## config.mk

```make
export PLATFORM = sky130hd
export DESIGN_NAME = fetch_top
export DESIGN_NICKNAME = d
export VERILOG_FILES = /design/src/verilog/fetch_pkg.sv /design/src/verilog/fetch_unit.sv /design/src/verilog/fetch_queue.sv /design/src/verilog/inst_decode.sv /design/src/verilog/fetch_top.sv
export VERILOG_INCLUDE_DIRS = /design/src /design/src/verilog
export SDC_FILE = /design/constraint.sdc
export NUM_CORES = 1
export LEC_CHECK = 0
export ABC_CLOCK_PERIOD_IN_PS = 11000
export BUFFER_PORTS_ARGS = -buffer_cell sky130_fd_sc_hd__clkbuf_2
export CAP_MARGIN = 10
export CORE_MARGIN = 2
export CORE_UTILIZATION = 40
export DETAILED_ROUTE_END_ITERATION = 6
export GPL_TIMING_DRIVEN = 0
export PLACE_DENSITY = 0.61
export SYNTH_ARGS = -nofsm -noshare
export SYNTH_HDL_FRONTEND = slang
export SYNTH_SLANG_ARGS = --single-unit
```

## constraint.sdc

```tcl
create_clock -name clk -period 11 [get_ports clk]
set_input_delay 0 -clock clk [delete_from_list [all_inputs] [get_ports clk]]
set_output_delay 0 -clock clk [all_outputs]
set_load 0.02 [all_outputs]
```

## src/verilog/fetch_params.svh

```systemverilog
`ifndef FETCH_PARAMS_SVH
`define FETCH_PARAMS_SVH

// first fetch address out of reset
`define FETCH_RESET_PC 64'h0000_0000_8000_0000

// pc and read data beat width
`define FETCH_XLEN 64

// read channel address width
`define FETCH_ADDR_W 32

// fetch queue entries, power of two and at least 2
`define FQ_DEPTH 4

// instruction word width, no compressed support
`define FETCH_ILEN 32

`endif

```

## src/verilog/fetch_pkg.sv

```systemverilog
`default_nettype none

`include "fetch_params.svh"

package fetch_pkg;

   // register-register layout
   typedef struct packed {
      logic [6:0] funct7;
      logic [4:0] rs2;
      logic [4:0] rs1;
      logic [2:0] funct3;
      logic [4:0] rd;
      logic [6:0] opcode;
   } r_fmt_t;

   // immediate, loads, jalr, system
   typedef struct packed {
      logic [11:0] imm_11_0;
      logic [4:0]  rs1;
      logic [2:0]  funct3;
      logic [4:0]  rd;
      logic [6:0]  opcode;
   } i_fmt_t;

   // stores, immediate split around rs fields
   typedef struct packed {
      logic [6:0] imm_11_5;
      logic [4:0] rs2;
      logic [4:0] rs1;
      logic [2:0] funct3;
      logic [4:0] imm_4_0;
      logic [6:0] opcode;
   } s_fmt_t;

   // conditional branches, bit 0 of offset implied
   typedef struct packed {
      logic       imm_12;
      logic [5:0] imm_10_5;
      logic [4:0] rs2;
      logic [4:0] rs1;
      logic [2:0] funct3;
      logic [3:0] imm_4_1;
      logic       imm_11;
      logic [6:0] opcode;
   } b_fmt_t;

   // lui and auipc
   typedef struct packed {
      logic [19:0] imm_31_12;
      logic [4:0]  rd;
      logic [6:0]  opcode;
   } u_fmt_t;

   // jal, scrambled 21 bit offset
   typedef struct packed {
      logic       imm_20;
      logic [9:0] imm_10_1;
      logic       imm_11;
      logic [7:0] imm_19_12;
      logic [4:0] rd;
      logic [6:0] opcode;
   } j_fmt_t;

   // one instruction word, six ways to read it
   typedef union packed {
      logic [`FETCH_ILEN-1:0] raw;
      r_fmt_t                 r_fmt;
      i_fmt_t                 i_fmt;
      s_fmt_t                 s_fmt;
      b_fmt_t                 b_fmt;
      u_fmt_t                 u_fmt;
      j_fmt_t                 j_fmt;
   } inst_word_u;

   // read data beat as seen on the r channel
   typedef struct packed {
      logic [`FETCH_XLEN-1:0] data;
      logic                   resp;
   } mem_rsp_t;

   // entry passed from fetch to decode through the queue
   typedef struct packed {
      logic [`FETCH_XLEN-1:0] pc;
      inst_word_u             inst;
      logic                   fault;
   } fetch_pkt_t;

   typedef enum logic [3:0] {
      k_alu_reg,
      k_alu_imm,
      k_load,
      k_store,
      k_branch,
      k_jal,
      k_jalr,
      k_lui,
      k_auipc,
      k_system,
      k_illegal,
      k_fault
   } inst_kind_e;

   // decoded record, unused fields read as zero
   typedef struct packed {
      logic [`FETCH_XLEN-1:0] pc;
      inst_kind_e             kind;
      logic [4:0]             rd;
      logic [4:0]             rs1;
      logic [4:0]             rs2;
      logic [`FETCH_XLEN-1:0] imm;
   } dec_rec_t;

endpackage

`default_nettype wire

```

## src/verilog/fetch_unit.sv

```systemverilog
`timescale 1ns/1ps
`default_nettype none

`include "fetch_params.svh"

module fetch_unit (
   input  logic                     clk,
   input  logic                     rst_n,
   // read address channel
   output logic                     ar_valid,
   output logic [`FETCH_ADDR_W-1:0] ar_addr,
   input  logic                     ar_ready,
   // read data channel
   input  logic                     r_valid,
   input  fetch_pkg::mem_rsp_t      r_rsp,
   output logic                     r_ready,
   // toward the fetch queue
   output logic                     push,
   output fetch_pkg::fetch_pkt_t    push_pkt,
   input  logic                     full,
   // jal redirect from decode
   input  logic                     redirect,
   input  logic [`FETCH_XLEN-1:0]   redirect_pc
);

   localparam int XLEN   = `FETCH_XLEN;
   localparam int ADDR_W = `FETCH_ADDR_W;
   localparam int HALF   = XLEN / 2;

   // address of the next word to fetch
   logic [XLEN-1:0] pc;
   // request accepted, beat not yet seen
   logic            outstanding;
   // in-flight request belongs to a squashed path
   logic            stale;

   logic busy;
   logic issue;
   logic ar_acc;
   logic beat;

   // one word in flight at a time, counting the push cycle
   assign busy   = ar_valid | outstanding | push;

   // no issue in a redirect cycle, pc is about to change
   assign issue  = !busy && !full && !redirect;

   assign ar_acc = ar_valid && ar_ready;

   // ready only while waiting for our single response
   assign r_ready = outstanding;

   assign beat   = r_valid && r_ready;

   // request handshake and response tracking
   always_ff @(posedge clk) begin
      if (!rst_n) begin
         ar_valid    <= 1'b0;
         outstanding <= 1'b0;
         push        <= 1'b0;
      end else begin
         push <= 1'b0;
         if (ar_acc) begin
            ar_valid    <= 1'b0;
            outstanding <= 1'b1;
         end else if (issue) begin
            ar_valid <= 1'b1;
         end
         if (beat) begin
            outstanding <= 1'b0;
            // squashed words are taken off the bus but never queued
            push        <= !(stale || redirect);
         end
      end
   end

   // stale marking across a redirect
   always_ff @(posedge clk) begin
      if (!rst_n) begin
         stale <= 1'b0;
      end else if (beat) begin
         stale <= 1'b0;
      end else if (redirect && (ar_valid || outstanding)) begin
         // address may still be waiting on ar_ready
         stale <= 1'b1;
      end
   end

   // program counter
   always_ff @(posedge clk) begin
      if (!rst_n) begin
         pc <= `FETCH_RESET_PC;
      end else if (redirect) begin
         // jal target beats the sequential step
         pc <= redirect_pc;
      end else if (push) begin
         pc <= pc + XLEN'(4);
      end
   end

   // request address, held from issue until the beat is back
   always_ff @(posedge clk) begin
      if (issue) begin
         ar_addr <= pc[ADDR_W-1:0];
      end
   end

   // packet for the queue
   always_ff @(posedge clk) begin
      if (beat) begin
         // pc is unchanged since issue unless the word is stale
         push_pkt.pc <= pc;
         // bit 2 picks which half of the beat holds the word
         if (ar_addr[2]) begin
            push_pkt.inst.raw <= r_rsp.data[XLEN-1:HALF];
         end else begin
            push_pkt.inst.raw <= r_rsp.data[HALF-1:0];
         end
         push_pkt.fault <= r_rsp.resp;
      end
   end

endmodule

`default_nettype wire

```

## src/verilog/fetch_queue.sv

```systemverilog
`timescale 1ns/1ps
`default_nettype none

`include "fetch_params.svh"

module fetch_queue (
   input  logic                  clk,
   input  logic                  rst_n,
   input  logic                  push,
   input  fetch_pkg::fetch_pkt_t push_pkt,
   input  logic                  pop,
   input  logic                  flush,
   output fetch_pkg::fetch_pkt_t head,
   output logic                  not_empty,
   output logic                  full
);

   import fetch_pkg::*;

   localparam int DEPTH = `FQ_DEPTH;
   localparam int PTR_W = $clog2(DEPTH);
   localparam int CNT_W = PTR_W + 1;

   // packet storage
   fetch_pkt_t mem [DEPTH];

   // pointers wrap on their own, depth is a power of two
   logic [PTR_W-1:0] wr_ptr;
   logic [PTR_W-1:0] rd_ptr;
   logic [CNT_W-1:0] count;

   logic do_push;
   logic do_pop;

   assign full      = (count == CNT_W'(DEPTH));
   assign not_empty = (count != '0);

   // flush drops anything arriving in the same cycle
   assign do_push = push && !full && !flush;
   assign do_pop  = pop && not_empty && !flush;

   // oldest entry shown without a read cycle
   assign head = mem[rd_ptr];

   always_ff @(posedge clk) begin
      if (!rst_n) begin
         wr_ptr <= '0;
         rd_ptr <= '0;
         count  <= '0;
      end else if (flush) begin
         // whole queue emptied in one cycle
         wr_ptr <= '0;
         rd_ptr <= '0;
         count  <= '0;
      end else begin
         if (do_push) begin
            wr_ptr <= wr_ptr + 1'b1;
         end
         if (do_pop) begin
            rd_ptr <= rd_ptr + 1'b1;
         end
         case ({do_push, do_pop})
            2'b10:   count <= count + 1'b1;
            2'b01:   count <= count - 1'b1;
            // both or neither leaves the level alone
            default: count <= count;
         endcase
      end
   end

   // storage write
   always_ff @(posedge clk) begin
      if (do_push) begin
         mem[wr_ptr] <= push_pkt;
      end
   end

endmodule

`default_nettype wire

```

## src/verilog/inst_decode.sv

```systemverilog
`timescale 1ns/1ps
`default_nettype none

`include "fetch_params.svh"

module inst_decode (
   input  logic                   clk,
   input  logic                   rst_n,
   input  logic                   not_empty,
   input  fetch_pkg::fetch_pkt_t  head,
   output logic                   pop,
   output logic                   dec_valid,
   output fetch_pkg::dec_rec_t    dec,
   output logic                   redirect,
   output logic [`FETCH_XLEN-1:0] redirect_pc
);

   import fetch_pkg::*;

   localparam int XLEN = `FETCH_XLEN;

   // base opcodes, rv64i
   localparam logic [6:0] OP_LUI    = 7'b0110111;
   localparam logic [6:0] OP_AUIPC  = 7'b0010111;
   localparam logic [6:0] OP_JAL    = 7'b1101111;
   localparam logic [6:0] OP_JALR   = 7'b1100111;
   localparam logic [6:0] OP_BRANCH = 7'b1100011;
   localparam logic [6:0] OP_LOAD   = 7'b0000011;
   localparam logic [6:0] OP_STORE  = 7'b0100011;
   localparam logic [6:0] OP_IMM    = 7'b0010011;
   localparam logic [6:0] OP_IMM32  = 7'b0011011;
   localparam logic [6:0] OP_REG    = 7'b0110011;
   localparam logic [6:0] OP_REG32  = 7'b0111011;
   localparam logic [6:0] OP_SYSTEM = 7'b1110011;

   inst_word_u      iw;
   dec_rec_t        rec_next;
   logic [XLEN-1:0] imm_i;
   logic [XLEN-1:0] imm_s;
   logic [XLEN-1:0] imm_b;
   logic [XLEN-1:0] imm_u;
   logic [XLEN-1:0] imm_j;

   assign iw = head.inst;

   // sign-extended immediates, one per layout
   assign imm_i = {{(XLEN-12){iw.i_fmt.imm_11_0[11]}}, iw.i_fmt.imm_11_0};
   assign imm_s = {{(XLEN-12){iw.s_fmt.imm_11_5[6]}}, iw.s_fmt.imm_11_5, iw.s_fmt.imm_4_0};
   assign imm_b = {{(XLEN-13){iw.b_fmt.imm_12}}, iw.b_fmt.imm_12, iw.b_fmt.imm_11,
                   iw.b_fmt.imm_10_5, iw.b_fmt.imm_4_1, 1'b0};
   assign imm_u = {{(XLEN-32){iw.u_fmt.imm_31_12[19]}}, iw.u_fmt.imm_31_12, 12'b0};
   assign imm_j = {{(XLEN-21){iw.j_fmt.imm_20}}, iw.j_fmt.imm_20, iw.j_fmt.imm_19_12,
                   iw.j_fmt.imm_11, iw.j_fmt.imm_10_1, 1'b0};

   // take a word whenever one waits, except while redirecting
   assign pop = not_empty && !redirect;

   // classify and pick fields
   always_comb begin
      rec_next      = '0;
      rec_next.pc   = head.pc;
      rec_next.kind = k_illegal;
      if (head.fault) begin
         // bus error carries only its pc
         rec_next.kind = k_fault;
      end else begin
         case (iw.r_fmt.opcode)
            OP_LUI, OP_AUIPC: begin
               rec_next.kind = (iw.r_fmt.opcode == OP_LUI) ? k_lui : k_auipc;
               rec_next.rd   = iw.u_fmt.rd;
               rec_next.imm  = imm_u;
            end
            OP_JAL: begin
               rec_next.kind = k_jal;
               rec_next.rd   = iw.j_fmt.rd;
               rec_next.imm  = imm_j;
            end
            OP_JALR, OP_LOAD, OP_IMM, OP_IMM32, OP_SYSTEM: begin
               case (iw.r_fmt.opcode)
                  OP_JALR:   rec_next.kind = k_jalr;
                  OP_LOAD:   rec_next.kind = k_load;
                  OP_SYSTEM: rec_next.kind = k_system;
                  default:   rec_next.kind = k_alu_imm;
               endcase
               rec_next.rd  = iw.i_fmt.rd;
               rec_next.rs1 = iw.i_fmt.rs1;
               rec_next.imm = imm_i;
            end
            OP_STORE: begin
               rec_next.kind = k_store;
               rec_next.rs1  = iw.s_fmt.rs1;
               rec_next.rs2  = iw.s_fmt.rs2;
               rec_next.imm  = imm_s;
            end
            OP_BRANCH: begin
               // classified only, fetch falls through
               rec_next.kind = k_branch;
               rec_next.rs1  = iw.b_fmt.rs1;
               rec_next.rs2  = iw.b_fmt.rs2;
               rec_next.imm  = imm_b;
            end
            OP_REG, OP_REG32: begin
               rec_next.kind = k_alu_reg;
               rec_next.rd   = iw.r_fmt.rd;
               rec_next.rs1  = iw.r_fmt.rs1;
               rec_next.rs2  = iw.r_fmt.rs2;
            end
            default: begin
               rec_next.kind = k_illegal;
            end
         endcase
      end
   end

   // strobes, one cycle after the pop
   always_ff @(posedge clk) begin
      if (!rst_n) begin
         dec_valid <= 1'b0;
         redirect  <= 1'b0;
      end else begin
         dec_valid <= pop;
         redirect  <= pop && (rec_next.kind == k_jal);
      end
   end

   // record and jal target
   always_ff @(posedge clk) begin
      if (pop) begin
         dec         <= rec_next;
         redirect_pc <= head.pc + imm_j;
      end
   end

endmodule

`default_nettype wire

```

## src/verilog/fetch_top.sv

```systemverilog
`timescale 1ns/1ps
`default_nettype none

`include "fetch_params.svh"

module fetch_top (
   input  logic                     clk,
   input  logic                     rst_n,
   // instruction memory read channel
   output logic                     ar_valid,
   output logic [`FETCH_ADDR_W-1:0] ar_addr,
   input  logic                     ar_ready,
   input  logic                     r_valid,
   input  fetch_pkg::mem_rsp_t      r_rsp,
   output logic                     r_ready,
   // decoded stream out
   output logic                     dec_valid,
   output fetch_pkg::dec_rec_t      dec
);

   import fetch_pkg::*;

   // fetch to queue
   logic       push;
   fetch_pkt_t push_pkt;
   logic       full;

   // queue to decode
   logic       not_empty;
   fetch_pkt_t head;
   logic       pop;

   // jal redirect, also flushes the queue
   logic                   redirect;
   logic [`FETCH_XLEN-1:0] redirect_pc;

   fetch_unit u_fetch_unit (
      .clk         (clk),
      .rst_n       (rst_n),
      .ar_valid    (ar_valid),
      .ar_addr     (ar_addr),
      .ar_ready    (ar_ready),
      .r_valid     (r_valid),
      .r_rsp       (r_rsp),
      .r_ready     (r_ready),
      .push        (push),
      .push_pkt    (push_pkt),
      .full        (full),
      .redirect    (redirect),
      .redirect_pc (redirect_pc)
   );

   fetch_queue u_fetch_queue (
      .clk       (clk),
      .rst_n     (rst_n),
      .push      (push),
      .push_pkt  (push_pkt),
      .pop       (pop),
      .flush     (redirect),
      .head      (head),
      .not_empty (not_empty),
      .full      (full)
   );

   inst_decode u_inst_decode (
      .clk         (clk),
      .rst_n       (rst_n),
      .not_empty   (not_empty),
      .head        (head),
      .pop         (pop),
      .dec_valid   (dec_valid),
      .dec         (dec),
      .redirect    (redirect),
      .redirect_pc (redirect_pc)
   );

endmodule

`default_nettype wire

```

==> impl_metrics.ini <==
[timing]
rsz0062_at_grt = no
fmax_ghz = 0.1442
finalClockSkew_ps = 34.16
tightest_slew_ps = 1224
hold_viol = 0
setup_viol = 0
timing.hold.ws_ps = 9.032
fin_crit_sh_pct = 63.03
maxSlewHeadroom_pct = 18.41
drv_slew = 0
finalCriticalPeriod_ps = 6933

[power]
irDropWorstVdd_mv = 0.1317
power_density_mw_per_mm2 = 270.0
p_total_uw = 10410
power.leakage_uw = 0.01358

[global_routing]
grt_pass1_vias = 19380
grt_start_max_net_pins = 52
grt_pass1_wl_microns = 120700
grt_usage_pct = 19.58
antenna_found_initial = 4
overflow = 0

[routing]
post_drt_via_cell_ratio = 5.355
routed-via-count = 19450
drc_errors = 0
wl_microns = 81880
ant_nets = 0
drtIter0Drc = 1821
first_pass_iters = 5
routedWlPerCell_microns = 22.54

[yosys]
async_flop_share_pct = 0
yosysSeqAreaShare_pct = 69.45
yosys_warnings = 0
avgSynthCellArea_sq_um = 15.44
synth_nets = 2233
synth-edff-count = 695
synthCells = 2094
syn-cell-area_sq_mm = 0.03233
synth_ff_type = edfxtp_1
ys_types = 69
synth_seq_cells = 774

[critical_path]
end_kind = register
cpMostUsedCell = clkbuf_1
critPathTopFamily = buffers and inverters
critPathMaxStageDelay_ps = 960
crit_slowest_cell = clkbuf_1
cp.arrival_ps = 7300
cp.required_ps = 11370
crit_path_start_kind = register
cp_num_buf_inv = 4
cp_cell_sequence = buf_2 > buf_1 > clkbuf_1 > clkbuf_1 > mux4_2 > ha_1 > fa_1 > a21oi_1 > nor2_1 > o211ai_1 > a311oi_2 > a41o_1 > a211oi_2 > a311oi_1 > nor3_1 > o41ai_2 > xnor2_1
worstSetupPathType = reg2reg
worstPathMaxFanout = 10

[job]
maxCapViolCount = 0

[place]
placed_area_sq_mm = 0.03538
dp_hpwl_microns = 55920
port_buffers = 250
gp_congestion = 0.8813

[clocking]
cts_buffer_depth = 3
tritoncts.num_buffers = 79
clk_pin_slew_ps = 60
cts_tree = yes
cts_sinks = 774
cts-root-buf = clkbuf_16
insertion_delay_ps = 630
h-tree-depth = 3

[floorplanning]
core_sq_mm = 0.08029
chipWidth_microns = 288.3
ios = 251
rows = 104
initial_core_util_pct = 40.27
die_y_microns = 288.3
die_area_sq_mm = 0.08311

[layout]
areaGrowthSynthToFinish_pct = 19.26
num_antenna_cells = 0
final_area_sq_mm = 0.03856
layout_commonest_cell = edfxtp_1
final_net_count = 2654
drive_gt1_share_pct = 22.77
final_cell_mix = edfxtp_1 (695), clkbuf_2 (251), nand2_1 (155)

[min_path]
holdCritPathClass = in2reg

[outcome]
outcome = completed
-- per-layer routing --
layer	up-vias	share of wire, %	GRT usage [%]	routed length [microns]
li1	8861	-	-	-
met1	9856	43	26.65	35320
met2	627	49	32.60	39890
met3	106	6.1	3.136	5027
met4	4	2.0	5.596	1624
met5	-	0.026	0	21
-- where the power goes --
part	switching, uW	total, uW	internal [uW]
logic	2390	3800	1410
registers	166	4030	3870
clock network	1110	2580	1470
total	3660	10400	6750
-- repair_timing --
item,4_1_cts,5_1_grt
buffers inserted,0,0
resized for setup,0,0
hold buffers,67,0
endpoints found under the hold margin,37,0
-- worst paths after layout --
path / endpoint / start / cells after the start / slack [ps]
worst max-delay path: u_inst_decode.redirect_pc[63] / register / 17 / 4070
worst min-delay path: u_fetch_unit.pc[56] / rst_n / 4 / 9
worst max register to register: u_inst_decode.redirect_pc[63] / register / 17 / 4070
worst min register to register: u_fetch_unit.push / u_fetch_unit.stale / 1 / 440
-- cell usage after synthesis, types with 35 or more instances --
master,n,area (sq um)
and2_1,51,319.1
clkbuf_1,57,214.0
inv_1,38,142.6
a21oi_1,125,625.6
mux2_2,36,405.4
a21o_1,35,262.8
nand2_1,155,581.8
edfxtp_1,695,20870
o21ai_0,97,485.5
nor2_1,92,345.3
mux4_2,93,2095
xor2_1,58,508.0
xnor2_1,66,578.1
ha_1,68,850.8
dfxtp_1,79,1582
nand3_1,36,180.2
-- cells by family after synthesis --
group / count (synthesis) / share of synthesized area [%]
compound gates: 361 / 6.885
buf+inv: 150 / 2.171
xor+xnor: 124 / 3.359
simple gates: 474 / 7.276
flops: 774 / 69.45
fa+ha+maj: 70 / 2.756
mux: 141 / 8.104
-- cell type report --
class,instances,area (sq um)
Buffer,111,558.0
Clock buffer,101,2143
Clock inverter,38,326.6
Fill cell,6878,41730
Inverter,39,151.4
Multi-Input combinational cell,1170,9214
Sequential cell,774,22450
Tap cell,1060,1326
Timing Repair Buffer,340,2385
-- tightest hold or removal path, delay by kind of cell --
kind            cells  cell delay (ps)
compound gates      2              160
buf+inv             2              420
-- sequential cells by signal, indices dropped and copies added (netlist names), named ones only --
name	count
u_fetch_queue.wr_ptr	2
u_inst_decode.redirect	1
u_fetch_unit.ar_addr	32
u_fetch_queue.rd_ptr	2
u_inst_decode.dec	115
u_fetch_queue.count	3
u_fetch_unit.push_pkt	97
u_fetch_unit.r_ready	1
u_inst_decode.redirect_pc	63
u_fetch_unit.ar_valid	1
u_fetch_unit.stale	1
u_inst_decode.dec_valid	1
u_fetch_queue.mem	388
u_fetch_unit.pc	64
u_fetch_unit.push	1
-- stage by stage --
stage	setup WS (ps)	utilization, %	std cells	setup TNS (ps)
3_3_place_gp	-4132	43.48	3404	-467470
4_1_cts	3982	47.98	3631	0
3_5_place_dp	4002	44.07	3425	0
6_report	4067	48.02	3633	0
5_1_grt	3790	48.02	3633	0
2_1_floorplan	772.2	-	2094	0
(Power assumes the default switching activity.)
